$ cat src/logic/core_params.svh
// core-wide sizing and reset constants, `include this wherever a width or reset value is needed
`ifndef CORE_PARAMS_SVH
`define CORE_PARAMS_SVH

// data path and address width, RV64
`define CORE_XLEN 64

// architectural integer registers x0..x31
`define CORE_REG_COUNT 32

// first fetch address after reset
`define CORE_RESET_PC 64'h0000_0000_0000_0000

// addi x0, x0, 0
// loaded into the instruction register on reset and whenever the fetched word is flushed
`define CORE_NOP 32'h0000_0013

`endif

$ cat src/logic/core_types_pkg.sv
// datapath types shared by the core modules, referenced as core_types_pkg::name
`include "core_params.svh"

package core_types_pkg;

    typedef logic [`CORE_XLEN-1:0] xlen_t;                    // data word and byte address
    typedef logic [31:0] inst_t;                              // one instruction word
    typedef logic [$clog2(`CORE_REG_COUNT)-1:0] reg_addr_t;   // x0..x31 index

    // operations the alu can perform
    typedef enum logic [2:0] {
        alu_add,
        alu_sub,
        alu_slt,  // signed set-less-than
        alu_xor,
        alu_or,
        alu_and
    } alu_op_e;

    // which immediate format imm_gen hands back
    typedef enum logic [2:0] {
        imm_i,  // op_imm, loads
        imm_s,  // stores
        imm_b,  // branches, low bit zero
        imm_u,  // lui, auipc
        imm_j   // jal, low bit zero
    } imm_sel_e;

endpackage

$ cat src/logic/fetch_stage.sv
// fetch stage of the two-stage core with program counter, instruction register and redirect flush
`timescale 1ns/1ps
`include "core_params.svh"

module fetch_stage (
    input  logic                  clk_1hz,
    input  logic                  reset_n,
    input  logic                  redirect,     // taken branch or jal in execute
    input  core_types_pkg::xlen_t redirect_pc,
    input  core_types_pkg::inst_t imem_rdata,   // combinational read of imem_addr
    output core_types_pkg::xlen_t imem_addr,
    output core_types_pkg::xlen_t pc_ex,        // pc of the word now in inst
    output core_types_pkg::inst_t inst          // instruction register
);

    core_types_pkg::xlen_t pc; // address being fetched this cycle

    assign imem_addr = pc;

    always_ff @(posedge clk_1hz or negedge reset_n) begin
        if (!reset_n) begin
            pc    <= `CORE_RESET_PC;
            pc_ex <= `CORE_RESET_PC;
            inst  <= `CORE_NOP;
        end else if (redirect) begin
            pc    <= redirect_pc; // restart fetch at the target
            pc_ex <= pc;          // unused since the slot holds a nop
            inst  <= `CORE_NOP;   // drop the word fetched behind the jump
        end else begin
            pc    <= pc + core_types_pkg::xlen_t'(4);
            pc_ex <= pc;
            inst  <= imem_rdata;
        end
    end

    // flushed slot holds a nop and must not redirect again
    a_flush_nop: assert property (@(posedge clk_1hz) disable iff (!reset_n)
        redirect |=> (inst == `CORE_NOP && !redirect))
        else $error("instruction after redirect was not flushed");

endmodule

$ cat config.mk
export PLATFORM = sky130hd
export DESIGN_NAME = fetch_stage
export DESIGN_NICKNAME = d
export VERILOG_FILES = /design/src/logic/core_types_pkg.sv /design/src/logic/fetch_stage.sv
export VERILOG_INCLUDE_DIRS = /design/src /design/src/logic
export SDC_FILE = /design/constraint.sdc
export NUM_CORES = 1
export LEC_CHECK = 0
export BUFFER_PORTS_ARGS = -buffer_cell sky130_fd_sc_hd__buf_2
export CAP_MARGIN = 15
export CORE_ASPECT_RATIO = 2
export CORE_UTILIZATION = 52
export DETAILED_ROUTE_END_ITERATION = 12
export PLACE_DENSITY_LB_ADDON = 0.08
export SLEW_MARGIN = 20
export SYNTH_ARGS = -nofsm -noshare
export SYNTH_HDL_FRONTEND = slang
export SYNTH_SLANG_ARGS = --single-unit
$ cat constraint.sdc
create_clock -name clk_1hz -period 4.8 [get_ports clk_1hz]
set_clock_uncertainty 0.05 [all_clocks]
set_input_delay 0.48 -clock clk_1hz [delete_from_list [all_inputs] [get_ports clk_1hz]]
set_output_delay 0.48 -clock clk_1hz [all_outputs]
set_load 0.02 [all_outputs]
Word level (Yosys, flattened, before mapping)
Index checks and enable logic that the tools add are counted.
Storage, ports and cells
  flip-flop bits (word level): 160
Cells by class
  multiplexer cells: 2
  add/subtract/negate cells: 1
Operators by type and width (number)
  adder 64 x 3 -> 64 bit, second input constant: 1
  two-way mux 64 bit: 1
  two-way mux 32 bit: 1

Depth between registers and ports, before layout
  depth in word-level cells: 2
  depth in mapped cells: 7
  mapped depth without buffers: 6

Worst setup path after synthesis
OpenSTA, ideal clock, no wires.
  kind: register to register
  start: register pc[2], in the netlist imem_addr[2]
  end: register pc[60], in the netlist imem_addr[60]
  setup slack: 2.588 ns
  period minus slack after synthesis: 2.212 ns
  data arrival time: 2.038 ns
  stages on the path, launching flop included: 7
  cell sequence: dfrtp_1 -> ha_1 -> nand4_1 -> nor3_4 -> nand3_1 -> o31a_1 -> o31a_1
On the way
  cells in the longest elaborated chain, start to end: 2
Ends and longest elaborated chain
  from (decl): line fetch_stage.sv:16  | core_types_pkg::xlen_t pc;
  from (signal assigned): line fetch_stage.sv:22  | pc <= `CORE_RESET_PC;
  from (signal assigned): line fetch_stage.sv:26  | pc <= redirect_pc;
  from (signal assigned): line fetch_stage.sv:30  | pc <= pc + core_types_pkg::xlen_t'(4);
  adder 64 x 3 -> 64 bit: line fetch_stage.sv:30
  two-way mux 64 bit: line fetch_stage.sv:25  | end else if (redirect) begin
No other way between the ends.

Final worst setup path
  start: register pc[17], in the netlist imem_addr[17]
  end: register pc[55], in the netlist imem_addr[55]
The elaborated chain is that of the path after synthesis.

==> results.toml <==
[sta]
max_slew_margin = 0.420
hold_violations = 0
rsz0062_at_grt = "false"
setup_violations = 0
worst_slew_pin_slew_ps = 870
setup-tns-final_ps = 0
period_minus_slack_ps = 2860
fmax_ghz = 0.350
fin_crit_sh = 0.596
slew_violations = 0

[drt]
first_iter_violations = 279
vias_per_cell = 5.56
ant_nets = 0
vias = 5439
wire_per_inst_um = 17.5
drt_wl_total_um = 17200
drc = 0
drt_first_pass_iters = 5

[floorplan]
die_w_um = 80.4
die_area_mm2 = 0.0128
io_pins = 259
num_rows = 57
core_area_mm2 = 0.0121
die_h_um = 159
start_util = 0.531

[final_layout]
mostFrequentLayoutCell = "buf_2"
layout_common_cells = "buf_2, dfrtp_1, nand2_1"
area_growth_pct = 30.7
nFillCells = 970
diodes = 0
layout.nets = 919
drive_above_1_share = 0.377

[cts]
clkLatencyLatePin_ps = 430
postCtsSetupRepairBufs = 0
numCtsBuffers = 17
clockRootBuffer = "clkbuf_16"
cts-hold-fix-buffers = 0
htree_levels = 4
clkSlewWorstSetupHoldPaths_ps = 70
cts_resized = 0
clockBufferDepth = 2
cts_tree = "built"
cts_num_sinks = 160

[run]
cap_viol_max_count = 0

[pwr]
ir_worst_vdd_mv = 0.281
p_leak_nw = 3.90
pwr_density_cell_mw_per_mm2 = 403
total_power_mw = 3.37

[critical_path]
crit_arrival_ps = 3150
required_ps = 5090
cp_slowest_cell = "or4_1"
crit_chain = "nand3_1, nor3_4, nand4_1, or4_1, a31oi_1"
critPathKind = "flip-flop to flip-flop"
end_kind = "flip-flop"
cp_top_family = "simple AND/OR/NAND/NOR gates"
path_buf_inv = 0
cpPeakStageDelay_ps = 700
crit_fanout = 15
worstSetupStartpointType = "flip-flop"

[yosys]
ys.flop_type = "dfrtp_1"
synth.largest_area_cell = "dfrtp_1"
synthArstFlopShare = 1.00
synth_area_leaders = "dfrtp_1, o21ai_0, nor2b_1"
synth_area_per_cell_um2 = 11.4
synth.distinct_cells = 43
ys.warnings.count = 0
synth_seq_cells = 160
synth_seq_area_share = 0.626
synth_edf_count = 0
synth_area_mm2 = 0.00640
synth_cells = 561
synth_top_area_share = 0.614
syn_nets = 661

[grt]
overflow = 0
grt_max_degree = 94
met2_usage = 0.506
first_global_vias = 5528
grt.busiest_layer = "met2"
grt_first_pass_wirelength_um = 27100
antenna_found_initial = 0
grt_usage = 0.280
use_met3 = 0.0626
grt_use_met1 = 0.297

[run_status]
status = "finished clean"

[min_path]
hold_class = "input pin to async pin"

[placed_design]
port_buffers = 258
routabilityCongestion = 0.844
dp_hpwl_um = 12300
## layout make-up
type / count / area, um2 / area share
Multi-Input combinational cell: 372 / 2250 / 0.269
Clock buffer: 19 / 443 / 0.0530
Tap cell: 147 / 184 / 0.0220
Clock inverter: 12 / 126 / 0.0151
Inverter: 5 / 18.8 / 0.00224
Sequential cell: 160 / 4010 / 0.479
Timing Repair Buffer: 263 / 1340 / 0.160
## through the flow
stage | utilization | hold WS (ps) | instance area (um2) | worst slack (ps) | cells
floorplan | - | 134 | 6400 | 2590 | 561
global placement | 0.647 | 330 | 7790 | 2080 | 947
detailed placement | 0.647 | 338 | 7790 | 1980 | 947
CTS | 0.694 | 121 | 8360 | 1950 | 978
global route | 0.694 | 148 | 8360 | 1730 | 978
finish | 0.694 | 59.9 | 8360 | 1940 | 978
## final timing paths
check / startpoint / to / slack (ps) / cells after the start
setup / recovery: imem_addr[17]$_DFF_PN0_ / imem_addr[55]$_DFF_PN0_ / 1940 / 5
hold / removal: reset_n / inst[9]$_DFF_PN0_ / 60 / 1
setup reg to reg: imem_addr[17]$_DFF_PN0_ / imem_addr[55]$_DFF_PN0_ / 1940 / 5
hold reg to reg: imem_addr[1]$_DFFE_PN0P_ / pc_ex[1]$_DFF_PN0_ / 350 / 0
max in group asynchronous: reset_n / pc_ex[27]$_DFF_PN0_ / 3590 / 2
min in group clk_1hz: imem_rdata[4] / inst[4]$_DFF_PN1_ / 200 / 2
## per-layer routing
metal / vias up / share of wire
met4: 0 / 0.032
met1: 2645 / 0.36
li1: 2511 / -
met5: - / 0
met3: 44 / 0.060
met2: 239 / 0.55
## cell usage after synthesis, types with 12 or more instances
library cell	count
nand2_1	49
clkbuf_1	15
nor2_1	35
nand4_1	25
dfrtp_1	157
a31oi_1	22
and3_1	12
xor2_1	20
nand3_1	36
or3_1	12
o21ai_0	45
or4_1	12
nor2b_1	34
## logic make-up after synthesis
group                      synth area share
AOI/OAI and AO/OA                    0.0823
muxes                               0.00528
buffers and inverters                0.0225
xor gates and xnor gates             0.0424
and+or+nand+nor                       0.219
adders and majority gates           0.00196
DFF                                   0.626
## report_power, final
group	total, mW	internal [mW]	switching, mW
Sequential	1.57	1.47	0.106
Clock	1.31	0.738	0.570
Combinational	0.490	0.173	0.317
Total	3.37	2.38	0.993
## registers in the layout, summed over array words and instances (netlist names)
register and count:
inst 32, pc_ex 64, imem_addr 64
Power figures use the tool's default switching activity.
