--- src/logic/core_params.svh ---
// core-wide sizing and reset constants, `include this wherever a width or reset value is needed
`ifndef CORE_PARAMS_SVH
`define CORE_PARAMS_SVH

// data path and address width, RV64
`define CORE_XLEN 64

// architectural integer registers x0..x31
`define CORE_REG_COUNT 32

// first fetch address after reset
`define CORE_RESET_PC 64'h0000_0000_0000_0000

// addi x0, x0, 0
// loaded into the instruction register on reset and whenever the fetched word is flushed
`define CORE_NOP 32'h0000_0013

`endif

--- src/logic/core_types_pkg.sv ---
// datapath types shared by the core modules, referenced as core_types_pkg::name
`include "core_params.svh"

package core_types_pkg;

    typedef logic [`CORE_XLEN-1:0] xlen_t;                    // data word and byte address
    typedef logic [31:0] inst_t;                              // one instruction word
    typedef logic [$clog2(`CORE_REG_COUNT)-1:0] reg_addr_t;   // x0..x31 index

    // operations the alu can perform
    typedef enum logic [2:0] {
        alu_add,
        alu_sub,
        alu_slt,  // signed set-less-than
        alu_xor,
        alu_or,
        alu_and
    } alu_op_e;

    // which immediate format imm_gen hands back
    typedef enum logic [2:0] {
        imm_i,  // op_imm, loads
        imm_s,  // stores
        imm_b,  // branches, low bit zero
        imm_u,  // lui, auipc
        imm_j   // jal, low bit zero
    } imm_sel_e;

endpackage

--- src/logic/reg_file.sv ---
// integer register file, two combinational reads and one write per clock, x0 held at zero
`timescale 1ns/1ps
`include "core_params.svh"

module reg_file (
    input  logic                      clk_1hz,
    input  logic                      reset_n,
    input  core_types_pkg::reg_addr_t rs1,
    input  core_types_pkg::reg_addr_t rs2,
    output core_types_pkg::xlen_t     rs1_data,
    output core_types_pkg::xlen_t     rs2_data,
    input  core_types_pkg::reg_addr_t rd,
    input  logic                      we,
    input  core_types_pkg::xlen_t     wdata
);

    core_types_pkg::xlen_t regs [`CORE_REG_COUNT];

    always_ff @(posedge clk_1hz or negedge reset_n) begin
        if (!reset_n) begin
            for (int i = 0; i < `CORE_REG_COUNT; i++) begin
                regs[i] <= '0;
            end
        end else if (we && rd != '0) begin // x0 writes dropped
            regs[rd] <= wdata;
        end
    end

    assign rs1_data = regs[rs1];
    assign rs2_data = regs[rs2];

    a_x0_zero: assert property (@(posedge clk_1hz) disable iff (!reset_n)
        (rs1 == '0) |-> (rs1_data == '0))
        else $error("x0 read back non-zero");

endmodule

--- config.mk ---
export PLATFORM = sky130hd
export DESIGN_NAME = reg_file
export DESIGN_NICKNAME = d
export VERILOG_FILES = /design/src/logic/core_types_pkg.sv /design/src/logic/reg_file.sv
export VERILOG_INCLUDE_DIRS = /design/src /design/src/logic
export SDC_FILE = /design/constraint.sdc
export NUM_CORES = 2
export LEC_CHECK = 0
export ABC_AREA = 0
export BUFFER_PORTS_ARGS = -buffer_cell sky130_fd_sc_hd__buf_4
export CORE_UTILIZATION = 50
export DETAILED_ROUTE_END_ITERATION = 12
export PLACE_DENSITY = 0.74
export SLEW_MARGIN = 40
export SYNTH_ARGS = -nofsm -noshare
export SYNTH_HDL_FRONTEND = slang
export SYNTH_SLANG_ARGS = --single-unit
--- constraint.sdc ---
create_clock -name clk_1hz -period 6.4 [get_ports clk_1hz]
set_input_delay 0.64 -clock clk_1hz [delete_from_list [all_inputs] [get_ports clk_1hz]]
set_output_delay 0.64 -clock clk_1hz [all_outputs]
set_load 0.01 [all_outputs]
# Yosys cells after proc, flatten, opt, wreduce, memory -nomap -nowiden

Index checks and enable logic that the tools add are counted.

Flip-flop bits (word level): 2048
Output and inout port bits: 128
Input bits: 82
Memories: 0
ROM bits: 0
Bits in writable memories: 0
Latch bits: 0
Word-level logic and storage cells: 51

Bitwise operators: 3
$lt $le $gt $ge: 4
Shift operators: 0
Multiplexer cells: 9
Multipliers: 0
Equal/unequal tests: 0
Add/sub/neg operators: 0
Div/mod/pow operators: 0
Reduce and logical (&&, ||, !) cells: 3

Operators by type and width:

| cell               | number |
|---|---|
| $bwmux 2048        | 1 |
| $bmux 64 s5        | 2 |
| $demux 64 s5       | 1 |
| $mux 64            | 5 |
| $ge 6x6->1 const B | 3 |
| $not 5->6          | 3 |
| $lt 6x1->1 const B | 1 |
| $reduce_bool 5->1  | 1 |
| $logic_and 1x1->1  | 2 |

# Logic depth before layout (Yosys ltp)

Depth after elaboration: 6
Mapped depth: 9

# Least setup slack after synthesis

No wires, ideal clock.

Kind: input to output
Start point: input port rs1[2]
End point: output port rs1_data[10]
Slack: 3.265 ns
Arrival: 2.495 ns
Buffers on the path: 3
Stages: 6
Cell sequence: buf_2 > clkbuf_1 > buf_1 > mux4_2 > mux4_2 > mux2_2

Longest elaborated chain between the ends: 4

Ends and longest elaborated chain:

| what                                       | RTL line       | source |
|---|---|---|
| from (decl)                                | reg_file.sv:8  | `input core_types_pkg::reg_addr_t rs1,` |
| $not 5->6 (not written as such)            | reg_file.sv:29 | `assign rs1_data = regs[rs1];` |
| $bmux 64 s5                                | reg_file.sv:29 |  |
| $mux 64 (not written as such) (2 in a row) | reg_file.sv:29 |  |
| to (decl)                                  | reg_file.sv:10 | `output core_types_pkg::xlen_t rs1_data,` |

Every way passes these cells. The select of a mux whose other input is x is not followed.

# Worst setup path after layout

Start point: input port rs2[1]
End point: output port rs2_data[25]

Longest elaborated chain between the ends: 4

Ends and longest elaborated chain:

| what                                       | RTL line       | source |
|---|---|---|
| from (decl)                                | reg_file.sv:9  | `input core_types_pkg::reg_addr_t rs2,` |
| $not 5->6 (not written as such)            | reg_file.sv:30 | `assign rs2_data = regs[rs2];` |
| $bmux 64 s5                                | reg_file.sv:30 |  |
| $mux 64 (not written as such) (2 in a row) | reg_file.sv:30 |  |
| to (decl)                                  | reg_file.sv:11 | `output core_types_pkg::xlen_t rs2_data,` |

Every way passes these cells. The select of a mux whose other input is x is not followed.

==> results.ini <==
[run_status]
status=complete, no violations

[floorplanning]
io_pins=210
coreArea_um2=214000
initial_core_util_pct=50.2
dieWidth_um=466
dieArea_um2=217000
die_h_um=466
rows=170

[worst_setup_path]
worstReg2RegEnd=regs[249]
crit_arrival_ns=3.52
cp-end-kind=output pin
reg2reg_depth=1
worst-path-max-fanout=49
cp.required_ns=5.76
r2r_slack_ns=5.59
crit_type=in -> out
start_kind=primary input
r2r-start=regs[249]

[synth]
synthesis.area_um2=108000
synth_seq_area_share_pct=47.6
avgSynthCellArea_um2=16.5
yosysWarnings=0
synth.distinct_cells=30
yosys.area.top_type=dfrtp_1
synth.top_cell.area_share_pct=47.6
netlist_top_cells_area=dfrtp_1 48%, mux4_2 24%, mux2_2 22%
synthCells=6512
synth_fp_nets=6594
synth-seq-cells=2048

[timing]
fin_hold_ws_ns=0.285
worst_slack_ns=2.24
setup_tns_ns=0
fmax_mhz=240
setup_viol_count_final=0
hold_viol_final=0
period_needed_ns=4.16
relSlewSlack_pct=38.3
tightest_slew_ns=0.926
rsz0062_at_grt=false
maxSlewViolCount=0
fin_crit_sh_pct=65.0
finalClockSkew_ns=0

[flow_run]
cap_violations=0

[place]
dpl_cell_area_um2=112000
place_ws_ns=2.21
io_buffers=209
place_inst=8961
dp_hpwl_um=176000
globalplace.congestion=0.809

[clocking]
cts_root_buf=clkbuf_16
h-tree-depth=4
clk_pin_slew_worst_paths_ns=0.06
clk_path_buf_depth=3
cts_buffers=205
ctsResizeCount=0
postCtsSetupRepairBufs=0
postCtsHoldBufs=1
cts_tree=yes
cts_sinks=2048
clock_latency_ns=0.85

[routing]
drc=0
wl_per_cell_um=33.6
via_count=64200
drt_wl_total_um=314000
ant_nets=0
viasPerCell=6.87
drt_iter0_markers=6497
drt_pass1_iterations=6

[layout]
reg.largest.list=regs x2048
regMostFlops=regs
final_util_pct=55.6
largest_reg_flops=2048
drive_gt1_share_pct=62.4
final_nets=6417
fin_area_um2=119000
area_growth_pct=10.6
layout.cells.non_filler=9339

[global_routing]
grt_overflow=0
antenna_found_initial=19
grt_pass1_vias=67600
grt_pass1_wl_um=469000
grt_start_max_net_pins=152
track_usage_pct=29.3

[power_and_ir_drop]
total_power_mw=37.7
max-vdd-ir-drop_mv=0.323
power.density_nw_per_um2=317
p_leak_nw=51.1

[min_path]
min_path_type=in -> reg
hold_start=wdata[7]
min_path_cells=2
min_to=regs[1351]

[worst max-delay path: stages]
cell    delay (ns)
buf_8         0.46
buf_4         0.74
mux4_2        0.59
mux4_2        0.55
mux2_2        0.33
buf_4         0.15
[layout make-up]
class                      count  area [um^2]
timing repair buffer         389         3950
clock inverter                61          778
multi-input combinational   3690        53500
sequential                  2048        51200
tap                         2838         3550
clock buffer                 305         6070
antenna                        7         17.5
inverter                       1         8.76
fill                       16500        95300
[where the power goes]
group	internal (mW)	leakage [nW]	switching (mW)	total, mW
Combinational	5.06	21.5	3.00	8.06
Clock	7.20	3.40	5.20	12.4
Sequential	15.4	26.3	1.84	17.3
Total	27.7	51.1	10.0	37.7
[cell families (layout without fill, tap and decap cells)]
group	after synthesis	after routing	share of synthesized area [%]
buf+inv	774	756	3.08
other cells	0	7	0
mux	3440	3440	47.8
flops	2048	2048	47.6
simple gates	94	94	0.445
compound gates	156	156	1.12
[cells in the final DEF, fill, tap and decap left out, drive strengths merged, types with 20 or more instances in the layout]
| cell | instances |
|---|---|
| a221o | 26 |
| a221oi | 34 |
| nor2b | 20 |
| clkinv | 37 |
| mux2 | 2151 |
| nand2 | 20 |
| clkbuf | 306 |
| nor2 | 27 |
| buf | 387 |
| mux4 | 1145 |
| mux2i | 144 |
| o22ai | 60 |
| dfrtp | 2048 |
[synth_stat cells]
cell type / instances
clkbuf_1: 487
nand2_1: 20
a22o_1: 9
nor2b_1: 20
mux2i_1: 144
buf_6: 5
a211oi_1: 3
inv_1: 1
a211o_1: 9
and2_0: 2
nor3b_1: 1
o31ai_1: 3
mux2_2: 2151
nand4_1: 2
o22a_1: 3
buf_1: 36
a21oi_1: 9
dfrtp_1: 2048
and2_1: 1
a221oi_1: 34
a221o_1: 26
and3_1: 6
nand2b_1: 5
o22ai_1: 60
nand3_1: 6
nor3_2: 4
buf_4: 27
nor2_1: 27
buf_2: 218
mux4_2: 1145
[worst max path at each step]
stage	startpoint	to	slack [ns]	cells after the start
after floorplan	rs1[2]	rs1_data[10]	3.26	6
after CTS	rs2[1]	rs2_data[25]	2.21	6
after global routing	rs2[0]	rs2_data[27]	2.06	9
after detailed placement	rs2[1]	rs2_data[25]	2.21	6
final	rs2[1]	rs2_data[25]	2.24	6
after global placement	rs2[1]	rs2_data[59]	2.13	5
[per-layer routing]
metal	GRT usage (%)	part of all wire (%)
met5	0	0.030
met3	5.41	7.2
met2	47.8	49
met4	10.2	3.7
met1	39.5	40
No activity file was read; power rests on OpenSTA's default activity.
