[config.mk]
export PLATFORM = sky130hd
export DESIGN_NAME = exec_control
export DESIGN_NICKNAME = d
export VERILOG_FILES = /design/src/logic/rv_isa_pkg.sv /design/src/logic/core_types_pkg.sv /design/src/logic/exec_control.sv
export VERILOG_INCLUDE_DIRS = /design/src /design/src/logic
export SDC_FILE = /design/constraint.sdc
export NUM_CORES = 1
export LEC_CHECK = 0
export BUFFER_PORTS_ARGS = -buffer_cell sky130_fd_sc_hd__clkbuf_2
export CAP_MARGIN = 30
export CORE_AREA = 3 3 325 327
export DETAILED_ROUTE_END_ITERATION = 8
export DIE_AREA = 0 0 328 330
export PLACE_DENSITY = 0.3
export SLEW_MARGIN = 20
export SYNTH_ARGS = -nofsm -noshare
export SYNTH_HDL_FRONTEND = slang
export SYNTH_SLANG_ARGS = --single-unit
[constraint.sdc]
create_clock -name vclk -period 6.24
set_clock_uncertainty 0.1 [all_clocks]
set_input_delay 0.312 -clock vclk [all_inputs]
set_output_delay 0.312 -clock vclk [all_outputs]
set_load 0.03 [all_outputs]
[src/logic/core_params.svh]
// core-wide sizing and reset constants, `include this wherever a width or reset value is needed
`ifndef CORE_PARAMS_SVH
`define CORE_PARAMS_SVH

// data path and address width, RV64
`define CORE_XLEN 64

// architectural integer registers x0..x31
`define CORE_REG_COUNT 32

// first fetch address after reset
`define CORE_RESET_PC 64'h0000_0000_0000_0000

// addi x0, x0, 0
// loaded into the instruction register on reset and whenever the fetched word is flushed
`define CORE_NOP 32'h0000_0013

`endif

[src/logic/rv_isa_pkg.sv]
// RV64I encodings for the kept instruction subset, referenced by the decoder as rv_isa_pkg::name
package rv_isa_pkg;

    // major opcodes, inst[6:0]
    typedef enum logic [6:0] {
        opc_lui    = 7'b0110111,
        opc_auipc  = 7'b0010111,
        opc_op_imm = 7'b0010011,
        opc_op     = 7'b0110011,
        opc_load   = 7'b0000011,
        opc_store  = 7'b0100011,
        opc_branch = 7'b1100011,
        opc_jal    = 7'b1101111
    } opcode_e;

    typedef logic [2:0] funct3_t; // inst[14:12]

    // loads and stores
    localparam funct3_t f3_lb = 3'b000;
    localparam funct3_t f3_ld = 3'b011;
    localparam funct3_t f3_sd = 3'b011;

    // branches
    localparam funct3_t f3_beq = 3'b000;
    localparam funct3_t f3_bne = 3'b001;
    localparam funct3_t f3_blt = 3'b100;

    // alu group, shared by op and op_imm
    localparam funct3_t f3_add_sub = 3'b000;
    localparam funct3_t f3_slt     = 3'b010;
    localparam funct3_t f3_xor     = 3'b100;
    localparam funct3_t f3_or      = 3'b110;
    localparam funct3_t f3_and     = 3'b111;

    // bit position inside funct7 (inst[31:25]) that turns add into sub
    localparam int unsigned funct7_sub = 5;

endpackage

[src/logic/core_types_pkg.sv]
// datapath types shared by the core modules, referenced as core_types_pkg::name
`include "core_params.svh"

package core_types_pkg;

    typedef logic [`CORE_XLEN-1:0] xlen_t;                    // data word and byte address
    typedef logic [31:0] inst_t;                              // one instruction word
    typedef logic [$clog2(`CORE_REG_COUNT)-1:0] reg_addr_t;   // x0..x31 index

    // operations the alu can perform
    typedef enum logic [2:0] {
        alu_add,
        alu_sub,
        alu_slt,  // signed set-less-than
        alu_xor,
        alu_or,
        alu_and
    } alu_op_e;

    // which immediate format imm_gen hands back
    typedef enum logic [2:0] {
        imm_i,  // op_imm, loads
        imm_s,  // stores
        imm_b,  // branches, low bit zero
        imm_u,  // lui, auipc
        imm_j   // jal, low bit zero
    } imm_sel_e;

endpackage

[src/logic/exec_control.sv]
// execute-stage decoder that steers alu operands, writeback, data memory and pc redirect each cycle
`timescale 1ns/1ps
`include "core_params.svh"

module exec_control (
    input  core_types_pkg::inst_t     inst,
    input  core_types_pkg::xlen_t     pc_ex,
    input  core_types_pkg::xlen_t     rs1_data,
    input  core_types_pkg::xlen_t     rs2_data,
    input  core_types_pkg::xlen_t     imm,
    input  core_types_pkg::xlen_t     alu_result,
    input  logic                      alu_eq,
    input  logic                      alu_lt,
    input  core_types_pkg::xlen_t     dmem_rdata,
    output core_types_pkg::reg_addr_t rs1,
    output core_types_pkg::reg_addr_t rs2,
    output core_types_pkg::reg_addr_t rd,
    output logic                      rf_we,
    output core_types_pkg::xlen_t     rf_wdata,
    output core_types_pkg::alu_op_e   alu_op,
    output core_types_pkg::xlen_t     alu_a,
    output core_types_pkg::xlen_t     alu_b,
    output core_types_pkg::imm_sel_e  imm_sel,
    output core_types_pkg::xlen_t     dmem_addr,
    output core_types_pkg::xlen_t     dmem_wdata,
    output logic                      dmem_we,
    output logic                      redirect,
    output core_types_pkg::xlen_t     redirect_pc
);

    rv_isa_pkg::opcode_e   opcode;
    rv_isa_pkg::funct3_t   funct3;
    core_types_pkg::alu_op_e arith_op;  // alu op named by funct3/funct7
    logic                  arith_ok;   // funct3 is one we implement
    core_types_pkg::xlen_t load_shift;
    logic [7:0]            load_byte;

    assign opcode = rv_isa_pkg::opcode_e'(inst[6:0]);
    assign funct3 = inst[14:12];
    assign rd     = inst[11:7];
    assign rs1    = inst[19:15];
    assign rs2    = inst[24:20];

    assign dmem_addr   = alu_result;      // rs1 + imm for loads and stores
    assign dmem_wdata  = rs2_data;
    assign redirect_pc = pc_ex + imm;     // branch and jal target from its own adder

    // lb picks a byte by the low address bits within the doubleword
    assign load_shift = dmem_rdata >> {alu_result[2:0], 3'b000};
    assign load_byte  = load_shift[7:0];

    // shared funct3 decode for op and op_imm
    // sub only exists in the register form
    always_comb begin
        arith_ok = 1'b1;
        case (funct3)
            rv_isa_pkg::f3_add_sub:
                arith_op = (opcode == rv_isa_pkg::opc_op && inst[25 + rv_isa_pkg::funct7_sub])
                         ? core_types_pkg::alu_sub : core_types_pkg::alu_add;
            rv_isa_pkg::f3_slt: arith_op = core_types_pkg::alu_slt;
            rv_isa_pkg::f3_xor: arith_op = core_types_pkg::alu_xor;
            rv_isa_pkg::f3_or:  arith_op = core_types_pkg::alu_or;
            rv_isa_pkg::f3_and: arith_op = core_types_pkg::alu_and;
            default: begin
                arith_op = core_types_pkg::alu_add;
                arith_ok = 1'b0;              // shifts and sltu act as a nop
            end
        endcase
    end

    always_comb begin
        rf_we    = 1'b0;
        rf_wdata = alu_result;
        alu_op   = core_types_pkg::alu_add;
        alu_a    = rs1_data;
        alu_b    = rs2_data;
        imm_sel  = core_types_pkg::imm_i;
        dmem_we  = 1'b0;
        redirect = 1'b0;
        case (opcode)
            rv_isa_pkg::opc_lui: begin
                imm_sel  = core_types_pkg::imm_u;
                rf_we    = 1'b1;
                rf_wdata = imm;               // already sign-extended
            end
            rv_isa_pkg::opc_auipc: begin
                imm_sel = core_types_pkg::imm_u;
                alu_a   = pc_ex;
                alu_b   = imm;
                rf_we   = 1'b1;
            end
            rv_isa_pkg::opc_op_imm: begin
                alu_b  = imm;
                alu_op = arith_op;
                rf_we  = arith_ok;
            end
            rv_isa_pkg::opc_op: begin
                alu_op = arith_op;
                rf_we  = arith_ok;
            end
            rv_isa_pkg::opc_load: begin
                alu_b = imm;
                if (funct3 == rv_isa_pkg::f3_lb) begin
                    rf_we    = 1'b1;
                    rf_wdata = {{(`CORE_XLEN-8){load_byte[7]}}, load_byte};
                end else if (funct3 == rv_isa_pkg::f3_ld) begin
                    rf_we    = 1'b1;
                    rf_wdata = dmem_rdata;
                end
            end
            rv_isa_pkg::opc_store: begin
                imm_sel = core_types_pkg::imm_s;
                alu_b   = imm;
                dmem_we = (funct3 == rv_isa_pkg::f3_sd); // only sd is kept
            end
            rv_isa_pkg::opc_branch: begin
                imm_sel = core_types_pkg::imm_b;  // alu only compares rs1 with rs2 here
                case (funct3)
                    rv_isa_pkg::f3_beq: redirect = alu_eq;
                    rv_isa_pkg::f3_bne: redirect = !alu_eq;
                    rv_isa_pkg::f3_blt: redirect = alu_lt;
                    default:            redirect = 1'b0;
                endcase
            end
            rv_isa_pkg::opc_jal: begin
                imm_sel  = core_types_pkg::imm_j;
                rf_we    = 1'b1;
                rf_wdata = pc_ex + core_types_pkg::xlen_t'(4); // link
                redirect = 1'b1;
            end
            default: ;                        // unknown opcodes do nothing
        endcase
    end

    // a store never also writes a register
    always_comb begin
        a_we_exclusive: assert (!(dmem_we && rf_we))
            else $error("dmem_we and rf_we asserted together");
    end

endmodule

* After elaboration in Yosys (flattened, before gate mapping)
Index checks and enable logic that the tools add are counted.
** Word-level totals
- Register bits :: 0
- Input bits :: 418
- Output and inout port bits :: 408
- Word-level logic and storage cells :: 41
** Cells by class
- $add $sub $neg :: 2
- Eq/ne operators :: 14
- Shifts and indexed selects :: 1
- Muxes and demuxes :: 16
- Reduce and logical (&&, ||, !) cells :: 8
** Operator list (number)
- $mux 64 :: 4
- $pmux 64 s3 :: 1
- $add 64x3->64 const B :: 1
- $add 64x64->64 :: 1
- $shr 64x6->8 :: 1
- $eq 7x6->1 const B :: 3
- $pmux 3 s5 :: 1
- $eq 7x5->1 const B :: 2
- $eq 7x7->1 const B :: 2
- $pmux 3 s4 :: 1
- $eq 3x3->1 const B :: 3
- $eq 7x2->1 const B :: 1
- $eq 3x2->1 const B :: 2
- $pmux 1 s3 :: 2
- $mux 1 :: 5
- $reduce_or 5->1 :: 1
- $reduce_or 2->1 :: 2
- $reduce_or 4->1 :: 1
- $eq 3x1->1 const B :: 1
- $logic_not 3->1 :: 1
- $mux 3 :: 1
- $reduce_or 3->1 :: 1
- $pmux 1 s2 :: 1
- $logic_and 1x1->1 :: 1
- $logic_not 1->1 :: 1

* Depth between registers and ports, before layout
- Depth after elaboration :: 5
- Mapped depth :: 12
- Gate-level depth less buffers :: 12

* Worst setup path after synthesis
OpenSTA, ideal clock, no wires.
- Path type :: input to output
- From :: in pc_ex[0]
- To :: out redirect_pc[56]
- Data arrival time :: 3.044 ns
- Data required time :: 5.828 ns
- Path slack :: 2.784 ns
- Cell stages on the path :: 12
- Path buffers :: 0
- Cells stage by stage :: ha_1 -> fa_1 -> a21o_1 -> a31o_1 -> a21oi_2 -> a21oi_1 -> a21oi_1 -> o31ai_2 -> a21o_1 -> a211oi_2 -> o31ai_1 -> xor2_1
** Between the ends
- Longest elaborated chain between the ends :: 1
** RTL lines
- start: declaration :: line exec_control.sv:7 : input core_types_pkg::xlen_t pc_ex,
- $add 64x64->64 :: line exec_control.sv:46 : assign redirect_pc = pc_ex + imm;
- end: declaration :: line exec_control.sv:28 : output core_types_pkg::xlen_t redirect_pc
Every way passes these cells.

* Worst setup path after layout
- From :: in pc_ex[13]
- To :: out redirect_pc[63]
Same word-level chain as after synthesis.

==> flow_metrics.env <==
export IMPL_syn_num_nets=1840
export IMPL_top_usage_layer="met2"
export IMPL_die_w_um=328
export IMPL_via_per_inst=4.03
export IMPL_synth_area_per_cell_um2=7.37
export IMPL_grt_pass1_vias=13800
export IMPL_drc=0
export IMPL_critical_path_startpoint="pc_ex[13]"
export IMPL_io_pins=826
export IMPL_met1_usage_pct=20.5
export IMPL_cts_setup_buffers=0
export IMPL_cp_end_kind="output pin"
export IMPL_fmax_mhz=210
export IMPL_synth_top_family_by_area="compound AO/OA/AOI/OAI gates"
export IMPL_post_route_period_util_pct=76.3
export IMPL_post_route_min_period_ns=4.76
export IMPL_rows=118
export IMPL_place_congestion=0.831
export IMPL_seq_power_share_pct=0
export IMPL_placed_cells=3317
export IMPL_antenna_found_initial=24
export IMPL_cp_arrival_ns=4.35
export IMPL_yosys_area_top_type_share_pct=14.4
export IMPL_yosysMostFrequentCell="buf_4"
export IMPL_ys_types=82
export IMPL_min_path_type="input pin to output pin"
export IMPL_maxSlewHeadroom_pct=36.2
export IMPL_final_util_pct=14.1
export IMPL_num_vias=13400
export IMPL_p_leak_nw=6.69
export IMPL_synth_xor_area_share_pct=11.0
export IMPL_syn_to_final_growth_pct=45.1
export IMPL_ys_warn_count=0
export IMPL_cts_resized=0
export IMPL_crit_end="redirect_pc[63]"
export IMPL_initial_core_util_pct=9.69
export IMPL_drive_above_1_share_pct=51.7
export IMPL_synth_adder_area_share_pct=8.21
export IMPL_synth_simple_area_share_pct=16.0
export IMPL_critical_path_class="input pin to output pin"
export IMPL_power_internal_mw=0.510
export IMPL_place_port_buffers=790
export IMPL_critical_path_required_ns=5.83
export IMPL_first_pass_iters=5
export IMPL_status="finished, final reports clean"
export IMPL_hold_viol_final=0
export IMPL_vdd_drop_max_uv=40.1
export IMPL_seq_area_um2=0
export IMPL_p_comb_share_pct=100.0
export IMPL_setup_tns_ns=0
export IMPL_dr_first_iter_drc_count=853
export IMPL_slew_viol_final=0
export IMPL_cp_max_fo=7
export IMPL_grt_use_met3_pct=2.00
export IMPL_synth_area_leaders="mux2_2 (14%), buf_4 (11%), ha_1 (8.0%), xor2_1 (6.1%), a21oi_1 (6.1%)"
export IMPL_globalRouteMet2Util_pct=29.8
export IMPL_worstMarginPinSlew_ns=0.949
export IMPL_multi_input_area_um2=8530
export IMPL_postCtsHoldBufs=0
export IMPL_yosys_area_top_type="mux2_2"
export IMPL_synthTopCellsByCount="buf_4 (144), mux2_2 (128), a21oi_1 (121)"
export IMPL_die_h_um=330
export IMPL_critPathMaxStageDelay_ns=0.53
export IMPL_swShare_pct=69.6
export IMPL_start_kind="input pin"
export IMPL_dieArea_um2=108000
export IMPL_p_total_mw=1.68
export IMPL_final_nets=2422
export IMPL_nClkBuffers=0
export IMPL_ant_nets=0
export IMPL_final_cells=3324
export IMPL_synthMuxAreaShare_pct=22.6
export IMPL_syn_instance_count=1357
export IMPL_dp_hpwl_um=83700
export IMPL_grt_max_degree=44
export IMPL_p_clk_share_pct=0
export IMPL_grt_usage_pct=16.4
export IMPL_synth_compound_area_share_pct=26.8
export IMPL_routed_wl_um=94500
export IMPL_p_sw_mw=1.17
export IMPL_fill_cells=12200
export IMPL_ys_seq_area_share_pct=0
export IMPL_seq_cell_count=0
export IMPL_core_um2=103000
export IMPL_synth_area_um2=10000
export IMPL_powerDensity_nw_per_um2=116
export IMPL_rsz0062_at_grt="no"
export IMPL_finalSetupViolCount=0
export IMPL_maxCapViolCount=0
export IMPL_worst_path_max_delay_cell="a211oi_2"
export IMPL_wl_per_cell_um=28.4
export IMPL_grt_overflow_total=0
export IMPL_path_cells="clkbuf_2, ha_1, nand4_1, a211oi_1, o31ai_2, a211oi_2, o211ai_1, a21oi_1, a21oi_1, o21ai_1, a41oi_1, xnor2_1, clkbuf_2"
export IMPL_grt_pass1_wl_um=122000
how the worst min path moves through the flow:
stage	start	slack, ns	endpoint	cells past startpoint
3_3_place_gp	inst[9]	0.52	rd[2]	0
4_1_cts	inst[9]	0.52	rd[2]	0
5_1_grt	inst[17]	0.52	rs1[2]	0
2_1_floorplan	alu_result[0]	0.66	dmem_addr[0]	1
6_report	inst[7]	0.52	rd[0]	0
3_5_place_dp	inst[9]	0.52	rd[2]	0
power groups by stage:
stage	registers, mW	logic (mW)	clock network (mW)
after floorplan	0	1.04	0
after global placement	0	1.70	0
after detailed placement	0	1.70	0
after CTS	0	1.70	0
after global routing	0	1.78	0.0000000193
final	0	1.68	0.0000000468
critical path, delay by kind of cell:
kind                       cells  cell delay, ns
and+or+nand+nor                1            0.23
buffers and inverters          2            0.42
AOI/OAI and AO/OA              8            2.70
xor gates and xnor gates       1            0.19
adders and majority gates      1            0.46
layout make-up:
type               instances  area share, %
multi-input cells       1100           58.7
repair buffers           817           28.7
inverters                 20          0.517
diodes                     7          0.121
well taps               1380           11.9
logic make-up (layout without fill, tap and decap cells):
kind of cell / Yosys count / after routing
mux: 190 / 190
other cells: 0 / 7
simple gates: 312 / 312
compound gates: 408 / 408
xor+xnor: 125 / 125
fa+ha+maj: 65 / 65
buf+inv: 257 / 837
through the flow:
stage | cell area (µm²) | hold WS [ns] | setup WS [ns]
finish | 14500 | 0.524 | 1.48
global route | 14500 | 0.524 | 1.04
CTS | 14500 | 0.524 | 1.20
detailed placement | 14500 | 0.524 | 1.19
global placement | 14500 | 0.524 | 1.18
floorplan | 10000 | 0.656 | 2.78
placed cells by master, fill, tap and decap left out, types with 3 or more instances in the layout:
cell and instances:
o21a_1 5, mux2i_1 46, a221oi_1 3, xor2_1 70
o21ai_0 113, a222oi_1 41, inv_1 19, a21o_1 31
and3_1 26, and4_1 8, nor2b_1 11, a221o_1 7
nand2b_1 4, xnor2_1 54, o211ai_1 3, nand2_1 97
diode_2 7, mux2_2 128, nand4_1 31, o21ai_1 14
and2_1 5, o21bai_1 14, nand3_1 40, mux4_2 16
a31oi_1 6, a41oi_1 3, o221ai_1 13, nor2_4 3
buf_4 26, nor2_1 43, nor3_2 3, nor3_1 16
a21oi_1 120, ha_1 64, clkbuf_2 790
metal layers:
| layer | routed length [µm] | part of all wire [%] |
|---|---|---|
| met1 | 38700 | 41 |
| met2 | 47400 | 50 |
| met3 | 5830 | 6.2 |
| met4 | 2560 | 2.7 |
| met5 | 0 | 0 |
Power figures use the tool's default switching activity.
