==> src/logic/core_params.svh <==
// core-wide sizing and reset constants, `include this wherever a width or reset value is needed
`ifndef CORE_PARAMS_SVH
`define CORE_PARAMS_SVH

// data path and address width, RV64
`define CORE_XLEN 64

// architectural integer registers x0..x31
`define CORE_REG_COUNT 32

// first fetch address after reset
`define CORE_RESET_PC 64'h0000_0000_0000_0000

// addi x0, x0, 0
// loaded into the instruction register on reset and whenever the fetched word is flushed
`define CORE_NOP 32'h0000_0013

`endif

==> src/logic/core_types_pkg.sv <==
// datapath types shared by the core modules, referenced as core_types_pkg::name
`include "core_params.svh"

package core_types_pkg;

    typedef logic [`CORE_XLEN-1:0] xlen_t;                    // data word and byte address
    typedef logic [31:0] inst_t;                              // one instruction word
    typedef logic [$clog2(`CORE_REG_COUNT)-1:0] reg_addr_t;   // x0..x31 index

    // operations the alu can perform
    typedef enum logic [2:0] {
        alu_add,
        alu_sub,
        alu_slt,  // signed set-less-than
        alu_xor,
        alu_or,
        alu_and
    } alu_op_e;

    // which immediate format imm_gen hands back
    typedef enum logic [2:0] {
        imm_i,  // op_imm, loads
        imm_s,  // stores
        imm_b,  // branches, low bit zero
        imm_u,  // lui, auipc
        imm_j   // jal, low bit zero
    } imm_sel_e;

endpackage

==> src/logic/imm_gen.sv <==
// immediate generator: forms the sign-extended I/S/B/U/J values and returns the one decode asks for
`timescale 1ns/1ps
`include "core_params.svh"

module imm_gen (
    input  core_types_pkg::inst_t    inst,
    input  core_types_pkg::imm_sel_e imm_sel,
    output core_types_pkg::xlen_t    imm
);

    core_types_pkg::xlen_t imm_i_val;
    core_types_pkg::xlen_t imm_s_val;
    core_types_pkg::xlen_t imm_b_val;
    core_types_pkg::xlen_t imm_u_val;
    core_types_pkg::xlen_t imm_j_val;

    // inst[31] is the sign bit in every format
    assign imm_i_val = {{(`CORE_XLEN-12){inst[31]}}, inst[31:20]};
    assign imm_s_val = {{(`CORE_XLEN-12){inst[31]}}, inst[31:25], inst[11:7]};
    assign imm_b_val = {{(`CORE_XLEN-13){inst[31]}}, inst[31], inst[7], inst[30:25],
                        inst[11:8], 1'b0};                          // 13-bit, even
    assign imm_u_val = {{(`CORE_XLEN-32){inst[31]}}, inst[31:12], 12'b0};
    assign imm_j_val = {{(`CORE_XLEN-21){inst[31]}}, inst[31], inst[19:12], inst[20],
                        inst[30:21], 1'b0};                         // 21-bit, even

    always_comb begin
        case (imm_sel)
            core_types_pkg::imm_s: imm = imm_s_val;
            core_types_pkg::imm_b: imm = imm_b_val;
            core_types_pkg::imm_u: imm = imm_u_val;
            core_types_pkg::imm_j: imm = imm_j_val;
            default:               imm = imm_i_val;
        endcase
    end

endmodule

==> config.mk <==
export PLATFORM = sky130hd
export DESIGN_NAME = imm_gen
export DESIGN_NICKNAME = d
export VERILOG_FILES = /design/src/logic/core_types_pkg.sv /design/src/logic/imm_gen.sv
export VERILOG_INCLUDE_DIRS = /design/src /design/src/logic
export SDC_FILE = /design/constraint.sdc
export NUM_CORES = 1
export LEC_CHECK = 0
export BUFFER_PORTS_ARGS = -buffer_cell sky130_fd_sc_hd__buf_4
export CAP_MARGIN = 20
export CORE_MARGIN = 4
export CORE_UTILIZATION = 35
export DETAILED_ROUTE_END_ITERATION = 10
export GPL_ROUTABILITY_DRIVEN = 0
export PLACE_DENSITY = 0.87
export RECOVER_POWER = 25
export SYNTH_ARGS = -nofsm -noshare
export SYNTH_HDL_FRONTEND = slang
export SYNTH_SLANG_ARGS = --single-unit
==> constraint.sdc <==
create_clock -name vclk -period 1.2
set_clock_uncertainty 0.15 [all_clocks]
set_input_delay 0.06 -clock vclk [all_inputs]
set_output_delay 0.06 -clock vclk [all_outputs]
set_load 0.01 [all_outputs]
== Word level (Yosys, flattened, before mapping) ==
Index checks and enable logic that the tools add are counted.
W data, S select, Z words.

* Word-level logic and storage cells: 5
* Output and inout port bits: 64
* Latch bits: 0
* Memories: 0
* Register bits: 0
* Memory bits (writable): 0
* Memory bits (read-only): 0
* Input bits: 35

* Multiply operators: 0
* Equality and inequality tests: 4
* Div/mod/pow operators: 0
* Add/sub/neg operators: 0
* Muxes and demuxes: 1
* Bitwise operators: 0
* Shifts and indexed selects: 0
* Magnitude comparators: 0
* Reductions and logical operators: 0

{| class="wikitable"
|+ Operators with widths
! operator !! count
|-
| $pmux W31 S4 || 1
|-
| $eq A3 B2 Y1 const B || 2
|-
| $eq A3 B1 Y1 const B || 1
|-
| $eq A3 B3 Y1 const B || 1
|}

== Logic depth before layout (Yosys ltp) ==
Gate-level depths: netlist (run 1).

* Word-level depth: 2
* Gate-level depth with buffers: 5
* Mapped depth without buffers: 3

== Worst setup path before layout (run 1) ==
Ideal clock, no wire load.

* Kind: input port to output port
* Start: in imm_sel[2]
* End: out imm[12]
* Path buffers: 1
* Required time: 0.990 ns
* Arrival: 0.827 ns
* Stages: 4
* Path slack: 0.163 ns
* Path through: or3b_1 -> clkbuf_1 -> nor2_1 -> a211oi_1

* Longest elaborated chain between the ends: 2
* Elaborated cells between the ends (all ways): 5
* Classes of those cells: eq/ne: 4; mux: 1

{| class="wikitable"
|+ RTL lines
! what !! line !! RTL
|-
| from (decl) || imm_gen.sv:7 || <nowiki>input core_types_pkg::imm_sel_e imm_sel,</nowiki>
|-
| $eq A3 B3 Y1 (tied with other cells) || imm_gen.sv:27 || <nowiki>case (imm_sel)</nowiki>
|-
| $pmux W31 S4 * || imm_gen.sv:27 ||
|-
| to (decl) || imm_gen.sv:8 || <nowiki>output core_types_pkg::xlen_t imm</nowiki>
|}

Mark *: on every way between the ends. The rest lies on a longest branch, timed or not.

== Worst setup path after layout (run 1) ==
* Start: in imm_sel[1]
* End: out imm[13]

The elaborated chain is that of the path after synthesis.

==> metrics.txt, run 1 <==
antenna-violating nets left=0; synthesized instance count=122; initial drt markers=21; status=complete, no violations; Achievable Freq=836.9 MHz; # diodes=0; WS Path Type=input port to output pin; cell area after layout=1455 um2; Gate power share=100.0%; largest net degree at the start of global routing=29; Post-Syn Area per Cell=6.820 um2; Yosys Warn Count=0; Cell Area, Placed=1341 um2; Startpoint Class=input port; non-filler cells, final=211; vias per inst=5.009; Residual DRC=0; Netlist cell types=25; net load switching power=304.5 uW; crit share post-route=99.58%; RSZ-0062 raised after global routing=yes; per-cell routed wire length=14.73 um; slew margin rel.=82.19%; layout cells sized above 1=69.40%; Synthesized Nets=157; hold_buf cts=0; Static Leak=0.0007800 uW; overall routing resource usage=16.67%; post-placement cell count=209; via count=1,057; critical path's slowest cell=or3b_4; number of global-route vias before repair=1,010; register area share after synthesis=0%; clkbuf count=0; WP data arrival=0.98 ns; Tot Pwr=668.9 uW; largest stage delay on the critical path=0.48 ns; first-pass GRT wire length=4533 um; x dimension of the die=56.76 um; clock share of power=0%; total iterations of the first detailed-routing run=3; max_cap viols=0; CP Capture Type=output pin; cell row count=17; critical-path cell list=buf_6 -> or3b_4 -> nor2_2 -> a211oi_2 -> buf_4; count of pins over their slew limit=0; WP data required=0.99 ns; Cell Pwr Density=459.7 nW/um2; Core Area=2233 um2; Chip Height=56.76 um; VDD IR max=0.0002441 V; Storage cell area=0 um2; Area Overhead vs Synth=74.89%; count of final setup violators=0; effective utilization at floorplan=37.25%; die area=3221 um2; # fillers=183; crit path time final=1.195 ns; Sw Share=45.51%; worst slew pin tran=0.2635 ns; post-DP HPWL=2398 um; final hold violation count=0; initial antenna violation count=0; gr ovfl total=0; Ports=99; Seq cells=0; Layout Utilization=65.15%; Total Wirelength=3109 um; Buffers on Ports=92; nets=220; cell area after synthesis=832.0 um2; Hold WC Path Type=input port to output pin; Flop pwr share=0%; Pint=364.5 uW; CP Max Fanout=8
[metrics by stage]
stage | hold slack, ns | setup TNS [ns] | setup WS (ns)
after CTS | 0.2569 | -0.006420 | -0.006420
final | 0.2543 | 0 | 0.005049
after detailed placement | 0.2567 | -0.8888 | -0.08117
after global routing | 0.2685 | -0.1051 | -0.03985
after global placement | 0.2518 | -0.5341 | -0.05500
after floorplan | 0.06177 | 0 | 0.1625
[final timing paths]
path                       start  endpoint  depth (start not counted)
worst max-delay path  imm_sel[1]   imm[13]                          5
worst min-delay path    inst[28]   imm[28]                          3
[critical path: cells and delay by family]
kind / cells / cell delay, ns
buf+inv: 2 / 0.25
compound gates: 1 / 0.06
simple gates: 2 / 0.62
[routing by layer]
metal | GRT usage, % | up-vias | share of wire (%)
li1 | - | 522 | -
met1 | 17.12 | 469 | 35
met2 | 33.17 | 60 | 53
met3 | 3.908 | 6 | 10
met4 | 3.974 | 0 | 1.7
met5 | 0 | - | 0
[synthesized netlist by cell type (all sizes together)]
master | n | area, um2
nor4bb | 1 | 10.01
o22ai | 8 | 50.05
mux2i | 2 | 20.02
inv | 2 | 7.510
and3b | 4 | 35.03
or3b | 1 | 8.760
clkbuf | 3 | 12.51
o21ai | 6 | 30.03
or3 | 1 | 6.260
nand2 | 3 | 11.26
a21o | 11 | 82.58
and4bb | 2 | 25.02
nor3 | 1 | 16.27
a32oi | 1 | 8.760
nor2b | 9 | 58.81
a22o | 2 | 17.52
a211oi | 8 | 60.06
buf | 41 | 299.0
nor2 | 8 | 30.03
a21oi | 6 | 30.03
nand2b | 2 | 12.51
[cells by family after synthesis]
family	Yosys count	synth area share, %
AO/OA/AOI/OAI	42	33.54
AND/OR/NAND/NOR	32	25.71
multiplexers	2	2.406
buffers and inverters	46	38.35
[power groups by stage]
stage | combinational (uW) | clock, uW | sequential (uW)
final | 669 | 0 | 0
after global routing | 719 | 0 | 0
after CTS | 644 | 0 | 0
after detailed placement | 618 | 0 | 0
after global placement | 600 | 0 | 0
after floorplan | 333 | 0 | 0
[placed cells by master, fill, tap and decap left out, types with 3 or more instances in the layout]
| master | Yosys | layout |
|---|---|---|
| a211oi_2 | 0 | 7 |
| o22ai_1 | 8 | 8 |
| o21ai_0 | 6 | 3 |
| nor2b_1 | 8 | 7 |
| buf_6 | 1 | 5 |
| and3b_1 | 4 | 3 |
| o21ai_1 | 0 | 3 |
| a21o_1 | 11 | 11 |
| a21oi_1 | 6 | 5 |
| nand2_1 | 3 | 3 |
| buf_4 | 35 | 98 |
| nor2_2 | 0 | 4 |
[timing repair]
item | CTS | global route
endpoints found under the setup margin | 19 | 24
gates resized for setup | 9 | 21
cloned | 0 | 0
buffers inserted | 2 | 0
endpoints found under the hold margin | 0 | 0
pin swaps | 1 | 6
[cell type report]
cell class	instances	area (um2)	share of cell area, %
inverter	2	7.507	0.5159
timing repair buffer	105	827.0	56.84
multi-input combinational	76	585.6	40.24
tap	28	35.03	2.408
Power figures use the tool's default switching activity.
==> inputs of run 2 (changes only) <==
clock period = 1.1 ns   (was 1.2 ns; I/O delays follow)
==> metrics.txt, run 2 (same netlist as run 1, synthesis figures left out) <==
status=complete, but fails checks; failing checks=setup timing; slew margin rel.=84.42% (+2.2 points); Met3 Wirelength=434 um (+36%); hold path endpoint=imm[28]; Static Leak=0.0008020 uW (+2.8%); via count=1,101 (+4.2%); Worst Hold Launch=inst[28]; Cell Area, Placed=1341 um2 (unchanged); CP Capture Type=output pin; gr ovfl total=0 (unchanged); critical path's slowest cell=or3b_4; WS Path Type=input port to output pin; # diodes=0 (unchanged); WHS Path Cells=3 (unchanged); nets=221 (+0.45%); number of global-route vias before repair=1,060 (+5.0%); Storage cell area=0 um2 (unchanged); per-cell routed wire length=14.87 um (+0.94%); total iterations of the first detailed-routing run=4 (+1); met1 wire length=985 um (-9.7%); CP Max Fanout=8 (unchanged); x dimension of the die=56.76 um (unchanged); Total Wirelength=3153 um (+1.4%); Hold WC Path Type=input port to output pin; commonest non-fill, non-tap cell in the layout=buf_4; most frequent cells in the layout=buf_4 (94), a21o_1 (11), o22ai_1 (8), a211oi_2 (8), buf_6 (8); crit share post-route=109.2%; overall routing resource usage=17.76% (+1.1 points); critical-path cell list=buf_8 -> or3b_4 -> nor2_1 -> a211oi_2 -> buf_4; clkbuf count=0 (unchanged); WP buf/inv=2 (unchanged); Place WS=-0.1539 ns (-0.07275 ns); final hold violation count=0 (unchanged); hold_buf cts=0 (unchanged); top sig layer=met4; WP data arrival=1.00 ns (+0.02 ns); Startpoint Class=input port; Cell Pwr Density=499.8 nW/um2 (+8.7%); fin worst setup slack=-0.1013 ns (-0.1063 ns); max_cap viols=0 (unchanged); RSZ-0062 raised after global routing=yes; Chip Height=56.76 um (unchanged); die area=3221 um2 (unchanged); Core Area=2233 um2 (unchanged); cell area after layout=1515 um2 (+4.1%); count of pins over their slew limit=0 (unchanged); # fillers=181 (-1.1%); WP data required=0.89 ns (-0.10 ns); initial drt markers=28 (+33%); largest stage delay on the critical path=0.49 ns (about the same); critical path depth=5 (unchanged); effective utilization at floorplan=37.25% (unchanged); Achievable Freq=832.5 MHz; largest delay contributor family on the critical path=simple AND/OR/NAND/NOR gates; first-pass GRT wire length=4878 um (+7.6%); worst slew pin tran=0.2305 ns (-0.03296 ns); antenna-violating nets left=0 (unchanged); Residual DRC=0 (unchanged); crit path time final=1.201 ns; Seq cells=0 (unchanged); layout cells sized above 1=72.28% (+2.9 points); Ports=99 (unchanged); met2 wire length=1651 um (+0.49%); initial antenna violation count=0 (unchanged); post-DP HPWL=2442 um (+1.8%); cell row count=17 (unchanged); vias per inst=5.193 (+3.7%); largest net degree at the start of global routing=29 (unchanged); Buffers on Ports=92 (unchanged); multi-input combinational cell area=611.8 um2 (+4.5%); count of final setup violators=20 (+20); VDD IR max=0.0002523 V (+3.4%); Area Overhead vs Synth=82.10%
## run 2: power by group
group | internal [uW] | switching (uW)
combinational | 415 | 342
clock | 0 | 0
sequential | 0 | 0
total | 415 | 342
## run 2: layout make-up
type	count	share of cell area [%]
Multi-Input combinational cell	76	40.38
Inverter	2	0.4955
Tap cell	28	2.312
Timing Repair Buffer	106	56.81
## run 2: worst max-delay path by stage
stage	start	end	slack [ns]
2_1_floorplan	imm_sel[2]	imm[12]	0.07
3_3_place_gp	imm_sel[0]	imm[16]	-0.13
3_5_place_dp	imm_sel[0]	imm[14]	-0.15
4_1_cts	imm_sel[2]	imm[19]	-0.09
5_1_grt	imm_sel[2]	imm[19]	-0.14
6_report	imm_sel[1]	imm[19]	-0.10
## run 2: what timing repair did
item                                    CTS  global route
setup buffers                             4             1
endpoints found under the setup margin   30            31
resized for setup                        26            18
pin swaps                                10             6
## run 2: metal layers
metal	vias to the layer above	global-route usage (%)
met3	8	5.517
met5	-	0
met2	74	34.16
met1	494	17.95
li1	525	-
met4	0	5.298
## run 2: metrics by stage
| stage | hold WS, ns | cells | TNS, ns | util [%] | total power, uW |
|---|---|---|---|---|---|
| after detailed placement | 0.2484 | 209 | -3.168 | 60.06 | 677.1 |
| after floorplan | 0.05177 | 122 | 0 | - | 362.8 |
| after global placement | 0.2425 | 209 | -2.589 | 60.06 | 654.8 |
| after CTS | 0.2486 | 211 | -1.385 | 64.71 | 729.7 |
| final | 0.2438 | 212 | -1.088 | 67.84 | 757.3 |
| after global routing | 0.2585 | 212 | -2.282 | 67.84 | 813.8 |
==> inputs of run 3 (changes only) <==
CELL_PAD_IN_SITES_DETAIL_PLACEMENT = 1   (was not set)
CELL_PAD_IN_SITES_GLOBAL_PLACEMENT = 1   (was not set)
CORE_UTILIZATION = 21   (was 35)
PLACE_DENSITY = 0.86   (was 0.87)
==> metrics.txt, run 3 (same netlist as run 1, synthesis figures left out) <==
WP data arrival=1.02 ns (+0.02 ns); Startpoint Class=input port; Tot Pwr=829.5 uW (+9.5%); gr ovfl total=0 (unchanged); per-cell routed wire length=16.09 um (+8.2%); Storage cell area=0 um2 (unchanged); x dimension of the die=70.95 um (+25%); Achievable Freq=815.3 MHz (-2.1%); final hold violation count=0 (unchanged); WS Path Type=input port to output pin; vias per inst=4.673 (-10%); effective utilization at floorplan=22.23% (-15 points); Total Wirelength=3941 um (+25%); antenna-violating nets left=0 (unchanged); max_cap viols=0 (unchanged); layout cells sized above 1=72.59% (+0.31 points); post-DP HPWL=2647 um (+8.4%); Buffers on Ports=92 (unchanged); initial drt markers=14 (-50%); CP Max Fanout=8 (unchanged); Core Area=3744 um2 (+68%); slew margin rel.=84.02% (-0.40 points); commonest non-fill, non-tap cell in the layout=buf_4; first-pass GRT wire length=5885 um (+21%); status=complete, but fails checks; nets=234 (+5.9%); setup TNS=-2.025 ns (-0.9377 ns); Chip Height=70.95 um (+25%); failing checks=setup timing; die area=5033 um2 (+56%); crit path time final=1.227 ns (+0.02535 ns); Area Overhead vs Synth=103.6%; initial antenna violation count=0 (unchanged); Static Leak=0.0008766 uW (+9.3%); cell row count=22 (+5); # diodes=0 (unchanged); worst slew pin tran=0.2397 ns (+0.009139 ns); Place WS=-0.2191 ns (-0.06517 ns); Cell Pwr Density=489.7 nW/um2 (-2.0%); WHS Path Cells=3 (unchanged); hold_buf cts=0 (unchanged); overall routing resource usage=13.80% (-4.0 points); via count=1,145 (+4.0%); crit share post-route=111.5% (+2.3 points); count of final setup violators=25 (+25%); RSZ-0062 raised after global routing=yes; most frequent cells in the layout=buf_4 (97), a21o_1 (11), o22ai_1 (8), a211oi_2 (8); fin worst setup slack=-0.1266 ns (-0.02535 ns); VDD IR max=0.0002112 V (-16%); Hold WC Path Type=input port to output pin; Layout Utilization=45.25% (-23 points); largest net degree at the start of global routing=17 (-41%); count of pins over their slew limit=0 (unchanged); Ports=99 (unchanged); Residual DRC=0 (unchanged); CP Capture Type=output pin; clkbuf count=0 (unchanged); number of global-route vias before repair=1,152 (+8.7%); WP data required=0.89 ns (about the same); Hold WS=0.2457 ns (+0.001900 ns); total iterations of the first detailed-routing run=3 (-1); Seq cells=0 (unchanged)
==> run 3: routing by layer <==
metal	up-vias	share of wire, %	GRT usage, %
li1	552	-	-
met5	-	0	0
met1	538	38	16.08
met3	4	7.1	1.705
met2	51	54	26.98
met4	0	0.89	2.088
==> run 3: final timing paths <==
kind / slack, ns / startpoint / end
setup / recovery: -0.13 / imm_sel[1] / imm[17]
hold / removal: 0.25 / inst[27] / imm[27]
==> run 3: final cells by class <==
cell class / instances / area, um2
fillers: 464 / 2049
inverters: 2 / 7.507
multi-input cells: 76 / 655.6
well taps: 48 / 60.06
repair buffers: 119 / 970.9
==> run 3: metrics by stage <==
| stage | cell area (um2) | cells |
|---|---|---|
| after global placement | 1396 | 233 |
| after detailed placement | 1396 | 233 |
| after CTS | 1652 | 243 |
| final | 1694 | 245 |
| after global routing | 1694 | 245 |
| after floorplan | 832.0 | 122 |
==> run 3: worst max-delay path, cell delays in order <==
cell,delay [ns]
buf_12,0.12
or3b_4,0.50
nor2_2,0.14
a211oi_2,0.06
buf_4,0.15
==> run 3: power breakdown <==
part	total (uW)	internal, uW	leakage [uW]	switching [uW]
registers	0	0	0	0
logic	830	455	0.000877	374
clock network	0	0	0	0
total	830	455	0.000877	374
==> run 3: repair_timing <==
| item | CTS | global route |
|---|---|---|
| gates cloned | 2 | 0 |
| resized for setup | 49 | 13 |
| pin swaps | 13 | 7 |
| setup buffers | 8 | 2 |
| endpoints found under the setup margin | 31 | 28 |
